[src/rtl/i2s_defines.svh]
`ifndef I2S_DEFINES_SVH
`define I2S_DEFINES_SVH

// --------------------------------------------------
// I2S word and frame geometry
// --------------------------------------------------

// bits per channel word on the serial line
`define I2S_SAMPLE_WIDTH 16

// one stereo frame packs left and right words
`define I2S_FRAME_WIDTH 32

// frames averaged per output word, as a power of two
`define I2S_DECIM_LOG2 2

`endif
[src/rtl/i2s_pkg.sv]
package i2s_pkg;

  `include "i2s_defines.svh"

  // one channel word as carried on the serial line, two's complement
  typedef logic signed [`I2S_SAMPLE_WIDTH-1:0] sample_t;

  // left sits in the upper half so the struct lines up with the stream words
  typedef struct packed {
    sample_t left;
    sample_t right;
  } stereo_frame_t;

endpackage

[src/rtl/i2s_edge_if.sv]
`timescale 1ns/1ps

interface i2s_edge_if;

  // one-cycle strobes from the synchronized codec clocks
  logic bclk_rise;
  logic bclk_fall;
  logic lrclk_rise;
  logic lrclk_fall;

  // levels delayed to line up with the strobes
  logic lrclk_level;
  logic sdata;

  modport source (
    output bclk_rise,
    output bclk_fall,
    output lrclk_rise,
    output lrclk_fall,
    output lrclk_level,
    output sdata
  );

  modport adc_sink (
    input bclk_rise,
    input bclk_fall,
    input lrclk_rise,
    input lrclk_fall,
    input lrclk_level,
    input sdata
  );

  modport dac_sink (
    input bclk_fall,
    input lrclk_rise,
    input lrclk_fall,
    input lrclk_level
  );

endinterface

[src/rtl/i2s_codec_bridge.sv]
`timescale 1ns/1ps
`include "i2s_defines.svh"

module i2s_codec_bridge
(
  input  logic                        aclk,
  input  logic                        aresetn,
  input  logic                        bclk,
  input  logic                        lrclk,
  input  logic                        adc_sdata,
  output logic                        dac_sdata,
  input  logic [`I2S_FRAME_WIDTH-1:0] s_tdata,
  input  logic                        s_tvalid,
  output logic                        s_tready,
  output logic [`I2S_FRAME_WIDTH-1:0] m_tdata,
  output logic                        m_tvalid,
  input  logic                        m_tready,
  output logic                        overrun
);

  i2s_edge_if edges ();

  i2s_pkg::stereo_frame_t frame;
  logic                   frame_valid;

  // --------------------------------------------------
  // pin sync and edge strobes
  // --------------------------------------------------
  i2s_pin_decoder u_decoder (
    .aclk      (aclk),
    .aresetn   (aresetn),
    .bclk      (bclk),
    .lrclk     (lrclk),
    .adc_sdata (adc_sdata),
    .edges     (edges)
  );

  // --------------------------------------------------
  // capture path
  // --------------------------------------------------
  i2s_adc_deserializer u_adc (
    .aclk        (aclk),
    .aresetn     (aresetn),
    .edges       (edges),
    .frame       (frame),
    .frame_valid (frame_valid)
  );

  frame_decimator u_decim (
    .aclk        (aclk),
    .aresetn     (aresetn),
    .frame       (frame),
    .frame_valid (frame_valid),
    .m_tdata     (m_tdata),
    .m_tvalid    (m_tvalid),
    .m_tready    (m_tready),
    .overrun     (overrun)
  );

  // playback path
  i2s_dac_serializer u_dac (
    .aclk      (aclk),
    .aresetn   (aresetn),
    .edges     (edges),
    .s_tdata   (s_tdata),
    .s_tvalid  (s_tvalid),
    .s_tready  (s_tready),
    .dac_sdata (dac_sdata)
  );

endmodule

[src/rtl/frame_decimator.sv]
`timescale 1ns/1ps
`include "i2s_defines.svh"

module frame_decimator
(
  input  logic                        aclk,
  input  logic                        aresetn,
  input  i2s_pkg::stereo_frame_t      frame,
  input  logic                        frame_valid,
  output logic [`I2S_FRAME_WIDTH-1:0] m_tdata,
  output logic                        m_tvalid,
  input  logic                        m_tready,
  output logic                        overrun
);

  localparam int W = `I2S_SAMPLE_WIDTH;
  localparam int ACC_W = W + `I2S_DECIM_LOG2;

  logic signed [ACC_W-1:0]    acc_left;
  logic signed [ACC_W-1:0]    acc_right;
  logic signed [ACC_W-1:0]    sum_left;
  logic signed [ACC_W-1:0]    sum_right;
  logic signed [ACC_W-1:0]    avg_left;
  logic signed [ACC_W-1:0]    avg_right;
  logic [`I2S_DECIM_LOG2-1:0] frame_cnt;
  logic                       group_done;
  logic                       out_held;
  i2s_pkg::stereo_frame_t     avg_frame;

  assign sum_left = acc_left + ACC_W'(frame.left);
  assign sum_right = acc_right + ACC_W'(frame.right);

  // arithmetic shift floors toward minus infinity, the sum never overflows
  assign avg_left = sum_left >>> `I2S_DECIM_LOG2;
  assign avg_right = sum_right >>> `I2S_DECIM_LOG2;
  assign avg_frame.left = avg_left[W-1:0];
  assign avg_frame.right = avg_right[W-1:0];

  assign group_done = frame_valid && (frame_cnt == '1);
  assign out_held = m_tvalid && !m_tready;

  always_ff @(posedge aclk)
  begin
    if (!aresetn)
    begin
      acc_left <= '0;
      acc_right <= '0;
      frame_cnt <= '0;
      m_tvalid <= 1'b0;
      overrun <= 1'b0;
    end
    else
    begin
      if (m_tvalid && m_tready)
      begin
        m_tvalid <= 1'b0;
      end

      if (frame_valid)
      begin
        frame_cnt <= frame_cnt + 1'b1;
        if (group_done)
        begin
          acc_left <= '0;
          acc_right <= '0;
          // the held word stays put and the new average is dropped
          if (out_held)
          begin
            overrun <= 1'b1;
          end
          else
          begin
            m_tvalid <= 1'b1;
          end
        end
        else
        begin
          acc_left <= sum_left;
          acc_right <= sum_right;
        end
      end
    end
  end

  always_ff @(posedge aclk)
  begin
    if (group_done && !out_held)
    begin
      m_tdata <= avg_frame;
    end
  end

endmodule

[src/rtl/i2s_dac_serializer.sv]
`timescale 1ns/1ps
`include "i2s_defines.svh"

module i2s_dac_serializer
(
  input  logic                        aclk,
  input  logic                        aresetn,
  i2s_edge_if.dac_sink                edges,
  input  logic [`I2S_FRAME_WIDTH-1:0] s_tdata,
  input  logic                        s_tvalid,
  output logic                        s_tready,
  output logic                        dac_sdata
);

  localparam int W = `I2S_SAMPLE_WIDTH;

  i2s_pkg::stereo_frame_t play_frame;
  logic [W-1:0]           shreg;
  logic                   load_pending;

  // a new frame is requested once per word clock, at the start of the left word
  assign s_tready = edges.lrclk_fall;
  assign dac_sdata = shreg[W-1];

  always_ff @(posedge aclk)
  begin
    if (!aresetn)
    begin
      play_frame <= '0;
      shreg <= '0;
      load_pending <= 1'b0;
    end
    else
    begin
      // no frame offered means this period plays silence
      if (edges.lrclk_fall)
      begin
        play_frame <= s_tvalid ? s_tdata : '0;
      end

      // a bclk fall together with the lrclk edge still sends the previous LSB
      if (edges.bclk_fall)
      begin
        if (load_pending)
        begin
          shreg <= edges.lrclk_level ? play_frame.right : play_frame.left;
          load_pending <= 1'b0;
        end
        else
        begin
          shreg <= {shreg[W-2:0], 1'b0};
        end
      end

      if (edges.lrclk_rise || edges.lrclk_fall)
      begin
        load_pending <= 1'b1;
      end
    end
  end

endmodule

[src/rtl/i2s_adc_deserializer.sv]
`timescale 1ns/1ps
`include "i2s_defines.svh"

module i2s_adc_deserializer
(
  input  logic                   aclk,
  input  logic                   aresetn,
  i2s_edge_if.adc_sink           edges,
  output i2s_pkg::stereo_frame_t frame,
  output logic                   frame_valid
);

  localparam int W = `I2S_SAMPLE_WIDTH;
  localparam int CNT_W = $clog2(W + 1);

  logic [W-1:0]     word;
  logic [W-1:0]     word_next;
  logic [CNT_W-1:0] bit_cnt;
  logic             word_full;
  logic             commit_pending;
  logic             commit;
  logic             frame_load;
  i2s_pkg::sample_t left_q;
  logic             left_seen;

  // the one-bit I2S delay puts the LSB of the ending word on the first bclk
  // rise after the lrclk edge, so the word is finished on that rise
  assign commit = edges.bclk_rise & commit_pending;
  assign word_next = (bit_cnt < CNT_W'(W)) ? {word[W-2:0], edges.sdata} : word;
  assign word_full = (bit_cnt == CNT_W'(W - 1));
  assign frame_load = commit & ~edges.lrclk_level & left_seen & word_full;

  // --------------------------------------------------
  // bit counting and word pairing
  // --------------------------------------------------
  always_ff @(posedge aclk)
  begin
    if (!aresetn)
    begin
      bit_cnt <= CNT_W'(W);
      commit_pending <= 1'b0;
      left_seen <= 1'b0;
      frame_valid <= 1'b0;
    end
    else
    begin
      frame_valid <= 1'b0;
      if (commit)
      begin
        bit_cnt <= '0;
        commit_pending <= 1'b0;
        if (edges.lrclk_level)
        begin
          left_seen <= word_full;
        end
        else
        begin
          frame_valid <= left_seen & word_full;
          left_seen <= 1'b0;
        end
      end
      else if (edges.bclk_rise && (bit_cnt < CNT_W'(W)))
      begin
        bit_cnt <= bit_cnt + 1'b1;
      end

      if (edges.lrclk_rise || edges.lrclk_fall)
      begin
        commit_pending <= 1'b1;
      end
    end
  end

  // --------------------------------------------------
  // shift register and sample holding
  // --------------------------------------------------
  always_ff @(posedge aclk)
  begin
    if (edges.bclk_rise)
    begin
      word <= word_next;
    end
    if (commit && edges.lrclk_level)
    begin
      left_q <= word_next;
    end
    if (frame_load)
    begin
      frame.left <= left_q;
      frame.right <= word_next;
    end
  end

endmodule

[src/rtl/i2s_pin_decoder.sv]
`timescale 1ns/1ps

module i2s_pin_decoder
(
  input  logic       aclk,
  input  logic       aresetn,
  input  logic       bclk,
  input  logic       lrclk,
  input  logic       adc_sdata,
  i2s_edge_if.source edges
);

  // bits 0 and 1 are the synchronizer, bit 2 is the copy used for edge compare
  logic [2:0] bclk_sync;
  logic [2:0] lrclk_sync;
  logic [1:0] data_sync;

  always_ff @(posedge aclk)
  begin
    if (!aresetn)
    begin
      bclk_sync <= '0;
      lrclk_sync <= '0;
      data_sync <= '0;
      edges.bclk_rise <= 1'b0;
      edges.bclk_fall <= 1'b0;
      edges.lrclk_rise <= 1'b0;
      edges.lrclk_fall <= 1'b0;
      edges.lrclk_level <= 1'b0;
      edges.sdata <= 1'b0;
    end
    else
    begin
      bclk_sync <= {bclk_sync[1:0], bclk};
      lrclk_sync <= {lrclk_sync[1:0], lrclk};
      data_sync <= {data_sync[0], adc_sdata};

      // strobes are registered, so a pin change shows up three cycles later
      edges.bclk_rise <= bclk_sync[1] & ~bclk_sync[2];
      edges.bclk_fall <= ~bclk_sync[1] & bclk_sync[2];
      edges.lrclk_rise <= lrclk_sync[1] & ~lrclk_sync[2];
      edges.lrclk_fall <= ~lrclk_sync[1] & lrclk_sync[2];

      // same depth as the strobes so level and data match each event
      edges.lrclk_level <= lrclk_sync[1];
      edges.sdata <= data_sync[1];
    end
  end

endmodule

[config.mk]
export PLATFORM = sky130hd
export DESIGN_NAME = i2s_codec_bridge
export DESIGN_NICKNAME = d
export VERILOG_FILES = /design/src/rtl/i2s_pkg.sv /design/src/rtl/i2s_edge_if.sv /design/src/rtl/i2s_codec_bridge.sv /design/src/rtl/frame_decimator.sv /design/src/rtl/i2s_dac_serializer.sv /design/src/rtl/i2s_adc_deserializer.sv /design/src/rtl/i2s_pin_decoder.sv
export VERILOG_INCLUDE_DIRS = /design/src /design/src/rtl
export SDC_FILE = /design/constraint.sdc
export NUM_CORES = 1
export LEC_CHECK = 0
export BUFFER_PORTS_ARGS = -buffer_cell sky130_fd_sc_hd__buf_2
export CAP_MARGIN = 20
export CORE_MARGIN = 2
export CORE_UTILIZATION = 25
export DETAILED_ROUTE_END_ITERATION = 12
export GPL_ROUTABILITY_DRIVEN = 1
export PLACE_DENSITY = 0.42
export SLEW_MARGIN = 20
export SYNTH_ARGS = -nofsm -noshare
export SYNTH_HDL_FRONTEND = slang
export SYNTH_HIERARCHICAL = 1
export SYNTH_SLANG_ARGS = --single-unit
[constraint.sdc]
create_clock -name aclk -period 4.63 [get_ports aclk]
set_input_delay 0.6945 -clock aclk [delete_from_list [all_inputs] [get_ports aclk]]
set_output_delay 0.6945 -clock aclk [all_outputs]
set_load 0.02 [all_outputs]
Word level (Yosys, flattened, before mapping)
Index checks and enable logic that the tools add are counted.
{"block": "classes", "n_addsub": 4, "n_eq_ne": 2, "n_reduce_logical": 15, "bitwise": 16, "n_lt_le_gt_ge": 1, "mux": 17}
{"cell": "$mux W16", "n": 3}
{"cell": "$add A18 B16 Y18", "n": 2}
{"cell": "$mux W18", "n": 2}
{"cell": "$mux W32", "n": 1}
{"cell": "$mux W5", "n": 2}
{"cell": "$and A1 B1 Y1", "n": 9}
{"cell": "$mux W1", "n": 9}
{"cell": "$not A1 Y1", "n": 7}
{"cell": "$logic_and A1 B1 Y1", "n": 6}
{"cell": "$reduce_bool A2 Y1", "n": 3}
{"cell": "$add A5 B1 Y5 const B", "n": 1}
{"cell": "$eq A5 B4 Y1 const B", "n": 1}
{"cell": "$lt A5 B5 Y1 const B", "n": 1}
{"cell": "$reduce_and A3 Y1", "n": 1}
{"cell": "$reduce_or A3 Y1", "n": 1}
{"cell": "$add A2 B1 Y2 const B", "n": 1}
{"cell": "$eq A2 B2 Y1 const B", "n": 1}
{"cell": "$logic_not A1 Y1", "n": 2}
{"cell": "$reduce_or A2 Y1", "n": 1}
{"cell": "$logic_or A1 B1 Y1", "n": 1}
{"block": "word_totals", "input_bits": 39, "word_cells": 83, "regBits": 207, "output_inout_bits": 36}

Depth between registers and ports, before layout
Gate-level depths: netlist of run 1.
{"block": "logic_depth", "word_depth": 5, "ltp_mapped": 9, "ltp_nobuf": 9}

Cells and area by module
The synthesis of run 1 kept the hierarchy.
{"mod": "frame_decimator", "seq_area_each_um2": 1761.7, "instances": 1, "area_per_inst_um2": 4047.6, "cells_each": 379}
{"mod": "i2s_adc_deserializer", "seq_area_each_um2": 2082.0, "instances": 1, "area_per_inst_um2": 2517.4, "cells_each": 130}
{"mod": "i2s_dac_serializer", "seq_area_each_um2": 980.9, "instances": 1, "area_per_inst_um2": 2205.9, "cells_each": 235}
{"mod": "i2s_pin_decoder", "seq_area_each_um2": 260.2, "instances": 1, "area_per_inst_um2": 374.1, "cells_each": 27}

Worst setup path before layout of run 1
No wires, ideal clock.
{"block": "synth_path", "kind": "reg-to-reg", "start": "register u_decoder.edges.bclk_rise", "end": "register u_adc/frame[0] (netlist name)", "slack_ns": 1.013, "setup_time_ns": 0.462, "stages_incl_launch_ff": 3, "required_ns": 4.168, "arrival_ns": 3.155, "synth_period_minus_slack_ns": 3.617, "n_path_buf": 0, "path_cell_list": "dfxtp_1 -> nand2_1 -> nor3_1"}
{"block": "synth_via", "elab_chain_len": 4}
{"element": "start: declaration", "line": "i2s_edge_if.sv:16", "source": "output bclk_rise,"}
{"element": "start signal: assignment", "line": "i2s_pin_decoder.sv:39", "source": "edges.bclk_rise <= bclk_sync[1] & ~bclk_sync[2];"}
{"element": "$and A1 B1 Y1", "line": "i2s_adc_deserializer.sv:28", "source": "assign commit = edges.bclk_rise & commit_pending;"}
{"element": "$and A1 B1 Y1 (3 in a row)", "line": "i2s_adc_deserializer.sv:31", "source": "assign frame_load = commit & ~edges.lrclk_level & left_seen & word_full;"}
{"element": "net u_adc.frame_load", "line": "i2s_adc_deserializer.sv:22", "source": "logic frame_load;"}
The timed path passes the listed nets, and every way through them passes these cells.
A chain may end at the register's enable or synchronous reset.

Worst setup path after layout of run 1
{"block": "layout_path", "start": "register u_adc/frame[16] (netlist name)", "end": "register u_decim.m_tdata[28] (data pin)"}
{"block": "layout_via", "elab_chain_len": 1}
{"element": "$add A18 B16 Y18", "line": "frame_decimator.sv:30", "source": "assign sum_left = acc_left + ACC_W'(frame.left);"}
{"element": "net u_decim.sum_left[14]", "line": "frame_decimator.sv:21", "source": "logic signed [ACC_W-1:0] sum_left;"}
{"element": "end signal: assignment", "line": "frame_decimator.sv:89", "source": "m_tdata <= avg_frame;"}
{"element": "end: declaration", "line": "frame_decimator.sv:10", "source": "output logic [`I2S_FRAME_WIDTH-1:0] m_tdata,"}
The timed path passes the listed nets, and every way through them passes these cells.

==> metrics.md, run 1 <==
| Metric | Value |
|---|---|
| Post-synthesis mux area share | `0.0394` |
| Initial core utilization | `0.252` |
| Worst-margin pin slew | `0.973 ns` |
| Worst vdd ir | `0.000269 V` |
| Root buffer cell | `clkbuf_16` |
| Chip width | `195 um` |
| Synth Warn # | `6` |
| First-pass GRT wire length | `32200 um` |
| Kind of end point of the critical path | `register` |
| Slowest-stage cell, CP | `fa_1` |
| Pwr Density | `374 nW/um2` |
| Number of global-route vias before repair | `6191` |
| Post-synth cell types | `63` |
| Synth area leader | `edfxtp_1` |
| Crit path largest cell delay | `0.41 ns` |
| Fin. Hold Viols | `0` |
| WL final | `19500 um` |
| Slew margin rel. | `0.350` |
| P_leak | `3.90 nW` |
| Post-synthesis register bit count | `206` |
| Synth Area in Adders | `0.0550` |
| Main combinational cell family by area after synthesis | `compound AO/OA/AOI/OAI gates` |
| Diodes inserted | `0` |
| DR iter-0 viols | `266` |
| RSZ-0062 raised after global routing | `false` |
| GPL Wtd Cong | `0.799` |
| Antenna violations before repair | `0` |
| Post-synth net total | `849` |
| Seq/Total Area, Yosys | `0.556` |
| Clk buf depth | `3` |
| TritonCTS clock tree | `built` |
| XOR/XNOR share of the synthesized area | `0.0297` |
| Die Span Y | `195 um` |
| Final HPWL DP | `12900 um` |
| Synth top area share | `0.315` |
| Crit-path cells | `ha_1 > fa_1 > a21o_1 > a21oi_2 > o211ai_2 > a21oi_2 > a21boi_1 > or3_1 > and2_1` |
| Synth Area in Compound Gates | `0.148` |
| Row count | `70` |
| Worst setup SP type | `register` |
| DR pass1 iterations | `6` |
| Clock Pin Slew Worst Setup and Hold Paths | `0.06 ns` |
| CTS H-tree lvls | `1` |
| PortBufs | `74` |
| Post-cts sizing count | `0` |
| CP Class | `reg2reg` |
| Fmax | `384 MHz` |
| Max cap viols | `0` |
| Remaining DRCs | `0` |
| Required time of the critical path | `4.90 ns` |
| Setup Buffers After CTS | `0` |
| GRT Resource Usage Total | `0.104` |
| Critical path peak fanout | `4` |
| Most frequent cell after synthesis | `dfxtp_1` |
| Fin crit period | `2.60 ns` |
| Via/cell ratio | `4.41` |
| Wire per inst | `14.7 um` |
| Remaining Overflow, GRT | `0` |
| Clock sinks | `206` |
| Fill count | `3722` |
| Mapped Cells | `771` |
| PnR worst setup slack | `2.03 ns` |
| Async set-reset flop share out of synthesis | `0` |
| Final setup vio count | `0` |
| Synth area leaders | `edfxtp_1 (32%), dfxtp_1 (24%), ha_1 (5.1%)` |
| Die area | `38100 um2` |
| Nets | `919` |
| Status | `complete, no violations` |
| Syn_area_per_cell | `11.9 um2` |
| Largest net degree at the start of global routing | `68` |
| Synthesized area | `9150 um2` |
| Detail Route Antenna Nets | `0` |
| Post-synth EDFFs | `96` |
| Worst R2R Setup Slack | `2.03 ns` |
| CTS Buf Count | `25` |
| Post-synthesis simple-gate area fraction | `0.146` |
| Synth Flop Type | `dfxtp_1` |
| Setup Total Neg Slack | `0 ns` |
| Final Instance Area | `10900 um2` |
| Clock latency on the worst-skew pair | `0.52 ns` |
| Area delta synth->final | `18.8%` |
| Max-slew violations | `0` |
| Clk_skew | `0.0266 ns` |
| Hold/Removal Path Class | `in2reg` |
| WP data arrival | `2.88 ns` |
| Synth top cells by count | `dfxtp_1 (110), edfxtp_1 (96), nand2_1 (43)` |
| Hold-fix buffers, CTS | `0` |
| Via count | `5855` |
| Core ar. | `36300 um2` |
| CP dominant cell by count | `a21oi_2` |
| Fin crit share | `0.562` |
| Post-DP Area | `9970 um2` |
| Share of layout cells above drive strength 1 | `0.193` |
| DP Worst Slack | `2.02 ns` |
| Ports | `75` |
[cells by family after synthesis]
logic type | count (synthesis)
compound gates | 187
simple gates | 228
fa+ha+maj | 39
buf+inv | 46
xor+xnor | 31
mux | 34
flops | 206
[routing by layer]
layer	part of all wire	GRT usage	wire length [um]
met4	0.019	0.0243	377
met2	0.46	0.176	8900
met5	0	0	0
met3	0.040	0.0221	769
met1	0.48	0.135	9410
[cells in the final DEF (no fill, tap or decap), drive strengths merged, types with 19 or more instances in the layout]
cell    instances
a21boi         37
a21oi          45
a22o           21
buf            82
clkbuf         28
dfxtp         110
edfxtp         96
ha             37
nand2          43
nand2b         35
nand3          41
nand3b         21
nor2b          32
xnor2          19
[through the flow]
stage / utilization / std cells / hold slack (ns) / power, W
final: 0.299 / 1327 / 0.394 / 0.00407
after floorplan: - / 771 / 0.400 / 0.00198
after global routing: 0.299 / 1327 / 0.383 / 0.00423
after detailed placement: 0.274 / 1282 / 0.428 / 0.00201
after global placement: 0.274 / 1282 / 0.430 / 0.00201
after CTS: 0.299 / 1327 / 0.366 / 0.00415
[critical path: cells and delay by family (launching register included)]
kind	cells	cell delay, ns
AO/OA/AOI/OAI	5	0.87
adder cells (fa/ha/maj)	2	0.64
AND/OR/NAND/NOR	2	0.49
flip-flops	1	0.37
[flip-flops by register name (all words and copies together) (netlist names), 16 cells and up]
signal	count
u_adc/frame	32
u_decim/m_tdata	32
u_decim/acc_left	18
u_dac/play_frame	32
u_adc/left_q	16
u_dac/shreg	16
u_decim/acc_right	18
u_adc/word	16
[path summary, 6_finish.rpt]
path,depth (start not counted),from,end
hold / removal,2,bclk,u_decoder/bclk_sync[0]
setup reg to reg,9,u_adc/frame[16],u_decim/m_tdata[28]
hold reg to reg,0,u_adc/left_q[6],u_adc/frame[22]
setup / recovery,9,u_adc/frame[16],u_decim/m_tdata[28]
[report_power, final]
part           internal (W)  total (W)  switching, W
Sequential          0.00190    0.00190    0.00000451
Combinational     0.0000294  0.0000692     0.0000398
Clock               0.00134    0.00210      0.000758
Total               0.00326    0.00407      0.000802
[cell type report]
cell class              count  area (um2)  share of cell area
flip-flops and latches    206        5090               0.468
multi-input cells         519        3840               0.354
clock buffers              28         647              0.0596
well taps                 468         586              0.0539
repair buffers             82         433              0.0399
clock inverters            17         243              0.0223
inverters                   7        26.3             0.00242
No activity file was read; power rests on OpenSTA's default activity.
==> run 2: changes to the inputs <==
Settings changed: ABC_AREA set to 1.
Clock period 4.63 ns to 2.4 ns, I/O delays scaled along.
==> metrics.md, run 2 <==
| Metric | Value |
|---|---|
| Clk_skew | `0.0173 ns (-0.00930 ns)` |
| WL final | `22300 um (+15%)` |
| Async set-reset flop share out of synthesis | `0 (unchanged)` |
| Fin crit period | `2.10 ns (-0.505 ns)` |
| Seq/Total Area, Yosys | `0.542 (-0.0139)` |
| Most frequent cell after synthesis | `nand2_1` |
| Synth area leaders | `edfxtp_1 (31%), dfxtp_1 (23%), nand2_1 (14%)` |
| Clock Pin Slew Worst Setup and Hold Paths | `0.06 ns (about the same)` |
| CP Class | `reg2reg` |
| Post-synth cell types | `35 (-44%)` |
| DR iter-0 viols | `254 (-4.5%)` |
| CTS Buf Count | `25 (unchanged)` |
| Slowest-stage cell, CP | `fa_1` |
| Chip width | `198 um (+1.2%)` |
| Required time of the critical path | `2.68 ns (-2.22 ns)` |
| Worst-margin pin slew | `0.691 ns (-0.282 ns)` |
| Share of layout cells above drive strength 1 | `0.144 (-0.0495)` |
| Crit path largest cell delay | `0.41 ns (about the same)` |
| Pwr Density | `679 nW/um2 (+81%)` |
| First-pass GRT wire length | `35700 um (+11%)` |
| Die Span Y | `198 um (+1.2%)` |
| TritonCTS clock tree | `built` |
| Hold-fix buffers, CTS | `0 (unchanged)` |
| Switching Share | `0.208 (+0.0105)` |
| Critical path peak fanout | `3 (-1)` |
| Post-synth net total | `1142 (+35%)` |
| Die area | `39100 um2 (+2.5%)` |
| Sequential power share | `0.492 (+0.024)` |
| Worst vdd ir | `0.000363 V (+35%)` |
| PnR worst setup slack | `0.302 ns (-1.72 ns)` |
| Nets | `1222 (+33%)` |
| Clock power share | `0.489 (-0.026)` |
| Post-Place Cells | `1585 (+24%)` |
| Status | `complete, no violations` |
| Initial core utilization | `0.255 (+0.00337)` |
| Final HPWL DP | `15700 um (+22%)` |
| Commonest non-fill, non-tap cell in the layout | `nand2_1` |
| Post-route insts no fill | `1630 (+23%)` |
| Largest net degree at the start of global routing | `40 (-41%)` |
| Leading registers by flop count | `u_adc/frame (32), u_dac/play_frame (32), u_decim/m_tdata (32)` |
| Design Power | `0.00749 W (+84%)` |
| Setup Total Neg Slack | `0 ns (unchanged)` |
| Synth area leader | `edfxtp_1` |
| Hold/Removal Path Class | `in2reg` |
| Synth top cells by count | `nand2_1 (338), a21oi_1 (124), dfxtp_1 (110)` |
| Via count | `6958 (+19%)` |
| Clock latency on the worst-skew pair | `0.52 ns (about the same)` |
| Root buffer cell | `clkbuf_16` |
| Mapped Cells | `1064 (+38%)` |
| Post-synthesis register bit count | `206 (unchanged)` |
| Synthesized area | `9380 um2 (+2.6%)` |
| Fmax | `477 MHz (+24%)` |
| Clock sinks | `206 (unchanged)` |
| Crit-path cells | `ha_1 > fa_1 > nand3_1 > nand2_1 > nand2_1 > nand2_1 > nand3_1 > nand3b_1 > and2_1` |
| Setup Buffers After CTS | `0 (unchanged)` |
| Max-slew violations | `0 (unchanged)` |
| Synth Flop Type | `dfxtp_1` |
| Core ar. | `36800 um2 (+1.2%)` |
| Worst setup SP type | `register` |
| GPL Wtd Cong | `0.820 (+2.6%)` |
| Detail Route Antenna Nets | `0 (unchanged)` |
| Post-synth EDFFs | `96 (unchanged)` |
| Fin crit share | `0.874 (+0.312)` |
| Worst R2R Setup Slack | `0.30 ns (-1.72 ns)` |
| DP Worst Slack | `0.298 ns (-1.72 ns)` |
| Kind of end point of the critical path | `register` |
| Number of global-route vias before repair | `6826 (+10%)` |
| Synth top area share | `0.307 (-0.00786)` |
| Synth Warn # | `6 (unchanged)` |
| Antenna violations before repair | `0 (unchanged)` |
| PortBufs | `74 (unchanged)` |
| CTS H-tree lvls | `1 (unchanged)` |
| Diodes inserted | `0 (unchanged)` |
| Clk buf depth | `3 (unchanged)` |
| Post-layout util | `0.300 (+0.00131)` |
| Highest-count cells in the layout ignoring fill and taps | `nand2_1 (338), a21oi_1 (124), dfxtp_1 (110)` |
| Power share of the combinational group | `0.019 (+0.002)` |
| Pint | `0.00594 W (+82%)` |
| Max cap viols | `0 (unchanged)` |
| WP data arrival | `2.37 ns (-0.51 ns)` |
| DR pass1 iterations | `5 (-1)` |
| Via/cell ratio | `4.27 (-3.3%)` |
| Fin. Hold Viols | `0 (unchanged)` |
| Net Sw Power | `0.00156 W (+94%)` |
| Ports | `75 (unchanged)` |
| CP dominant cell by count | `nand2_1` |
| Slew margin rel. | `0.538 (+0.189)` |
| Row count | `70 (unchanged)` |
| Syn_area_per_cell | `8.81 um2 (-26%)` |
| GRT Resource Usage Total | `0.115 (+0.0116)` |
| P_leak | `4.48 nW (+15%)` |
| RSZ-0062 raised after global routing | `false` |
| Remaining DRCs | `0 (unchanged)` |
| Remaining Overflow, GRT | `0 (unchanged)` |
| Wire per inst | `13.7 um (-6.7%)` |
| Fill count | `3918 (+5.3%)` |
| Final setup vio count | `0 (unchanged)` |
| Area delta synth->final | `17.7%` |
| Post-cts sizing count | `0 (unchanged)` |
==> run 2: changes by cell type in the layout (fill, tap and decap cells not counted), sizes merged, moves of 16 or more <==
| cell | change |
|---|---|
| a22o | -21 |
| nand3 | +19 |
| o21ai | +19 |
| nand2b | -35 |
| nor2 | +39 |
| mux2 | -16 |
| xnor2 | -16 |
| nor2b | -32 |
| inv | +91 |
| nand2 | +302 |
| a21oi | +93 |
| a21o | -18 |
| a21boi | -37 |
| mux2i | -18 |
==> run 2: worst paths after layout <==
check | startpoint | endpoint | depth (start not counted)
worst max-delay path | u_adc/frame[0] | u_decim/m_tdata[8] | 9
worst min-delay path | lrclk | u_decoder/lrclk_sync[0] | 3
worst max register to register | u_adc/frame[0] | u_decim/m_tdata[8] | 9
worst min register to register | u_decoder/data_sync[0] | u_decoder/data_sync[1] | 2
==> run 2: metrics by stage <==
| step | cell area [um2] | hold slack (ns) |
|---|---|---|
| final | 11000 | 0.0681 |
| after global routing | 11000 | 0.0744 |
| after CTS | 11000 | 0.0380 |
| after detailed placement | 10200 | 0.401 |
| after global placement | 10200 | 0.394 |
| after floorplan | 9390 | 0.390 |
==> run 2: kinds of logic (layout without fill, tap and decap cells) <==
| kind of cell | count (synthesis) | count (layout) | share of synthesized area |
|---|---|---|---|
| adders and majority gates | 39 | 39 | 0.0536 |
| buffers and inverters | 134 | 232 | 0.0662 |
| and+or+nand+nor | 494 | 494 | 0.223 |
| AOI/OAI and AO/OA | 174 | 174 | 0.0987 |
| DFF | 206 | 206 | 0.542 |
| xor gates and xnor gates | 17 | 17 | 0.0159 |
==> run 2: cell type report <==
type                       instances  area (um2)  area share
sequential                       206        5080       0.461
multi-input combinational        724        3690       0.334
clock buffer                      34         689      0.0624
tap                              468         586      0.0530
timing repair buffer              88         500      0.0453
inverter                          99         382      0.0346
clock inverter                    11         106     0.00963
==> run 2: critical path, delay by kind of cell, from the launching register on <==
family | cells | cell delay, ns
DFF | 1 | 0.38
and+or+nand+nor | 7 | 0.79
adders and majority gates | 2 | 0.68
==> run 2: power groups by stage <==
| stage | Sequential [W] | Combinational (W) | Clock, W |
|---|---|---|---|
| floorplan | 0.00376 | 0.0000816 | 0 |
| global route | 0.00369 | 0.000159 | 0.00392 |
| detailed placement | 0.00376 | 0.000144 | 0 |
| finish | 0.00369 | 0.000140 | 0.00366 |
| CTS | 0.00369 | 0.000144 | 0.00379 |
| global placement | 0.00376 | 0.000143 | 0 |
==> run 2: layer usage <==
layer  up-vias  GRT usage  part of all wire
li1       3659          -                 -
met1      3151      0.155              0.50
met2       120      0.191              0.45
met3        28     0.0179             0.037
met4         0     0.0334             0.017
met5         -          0                 0
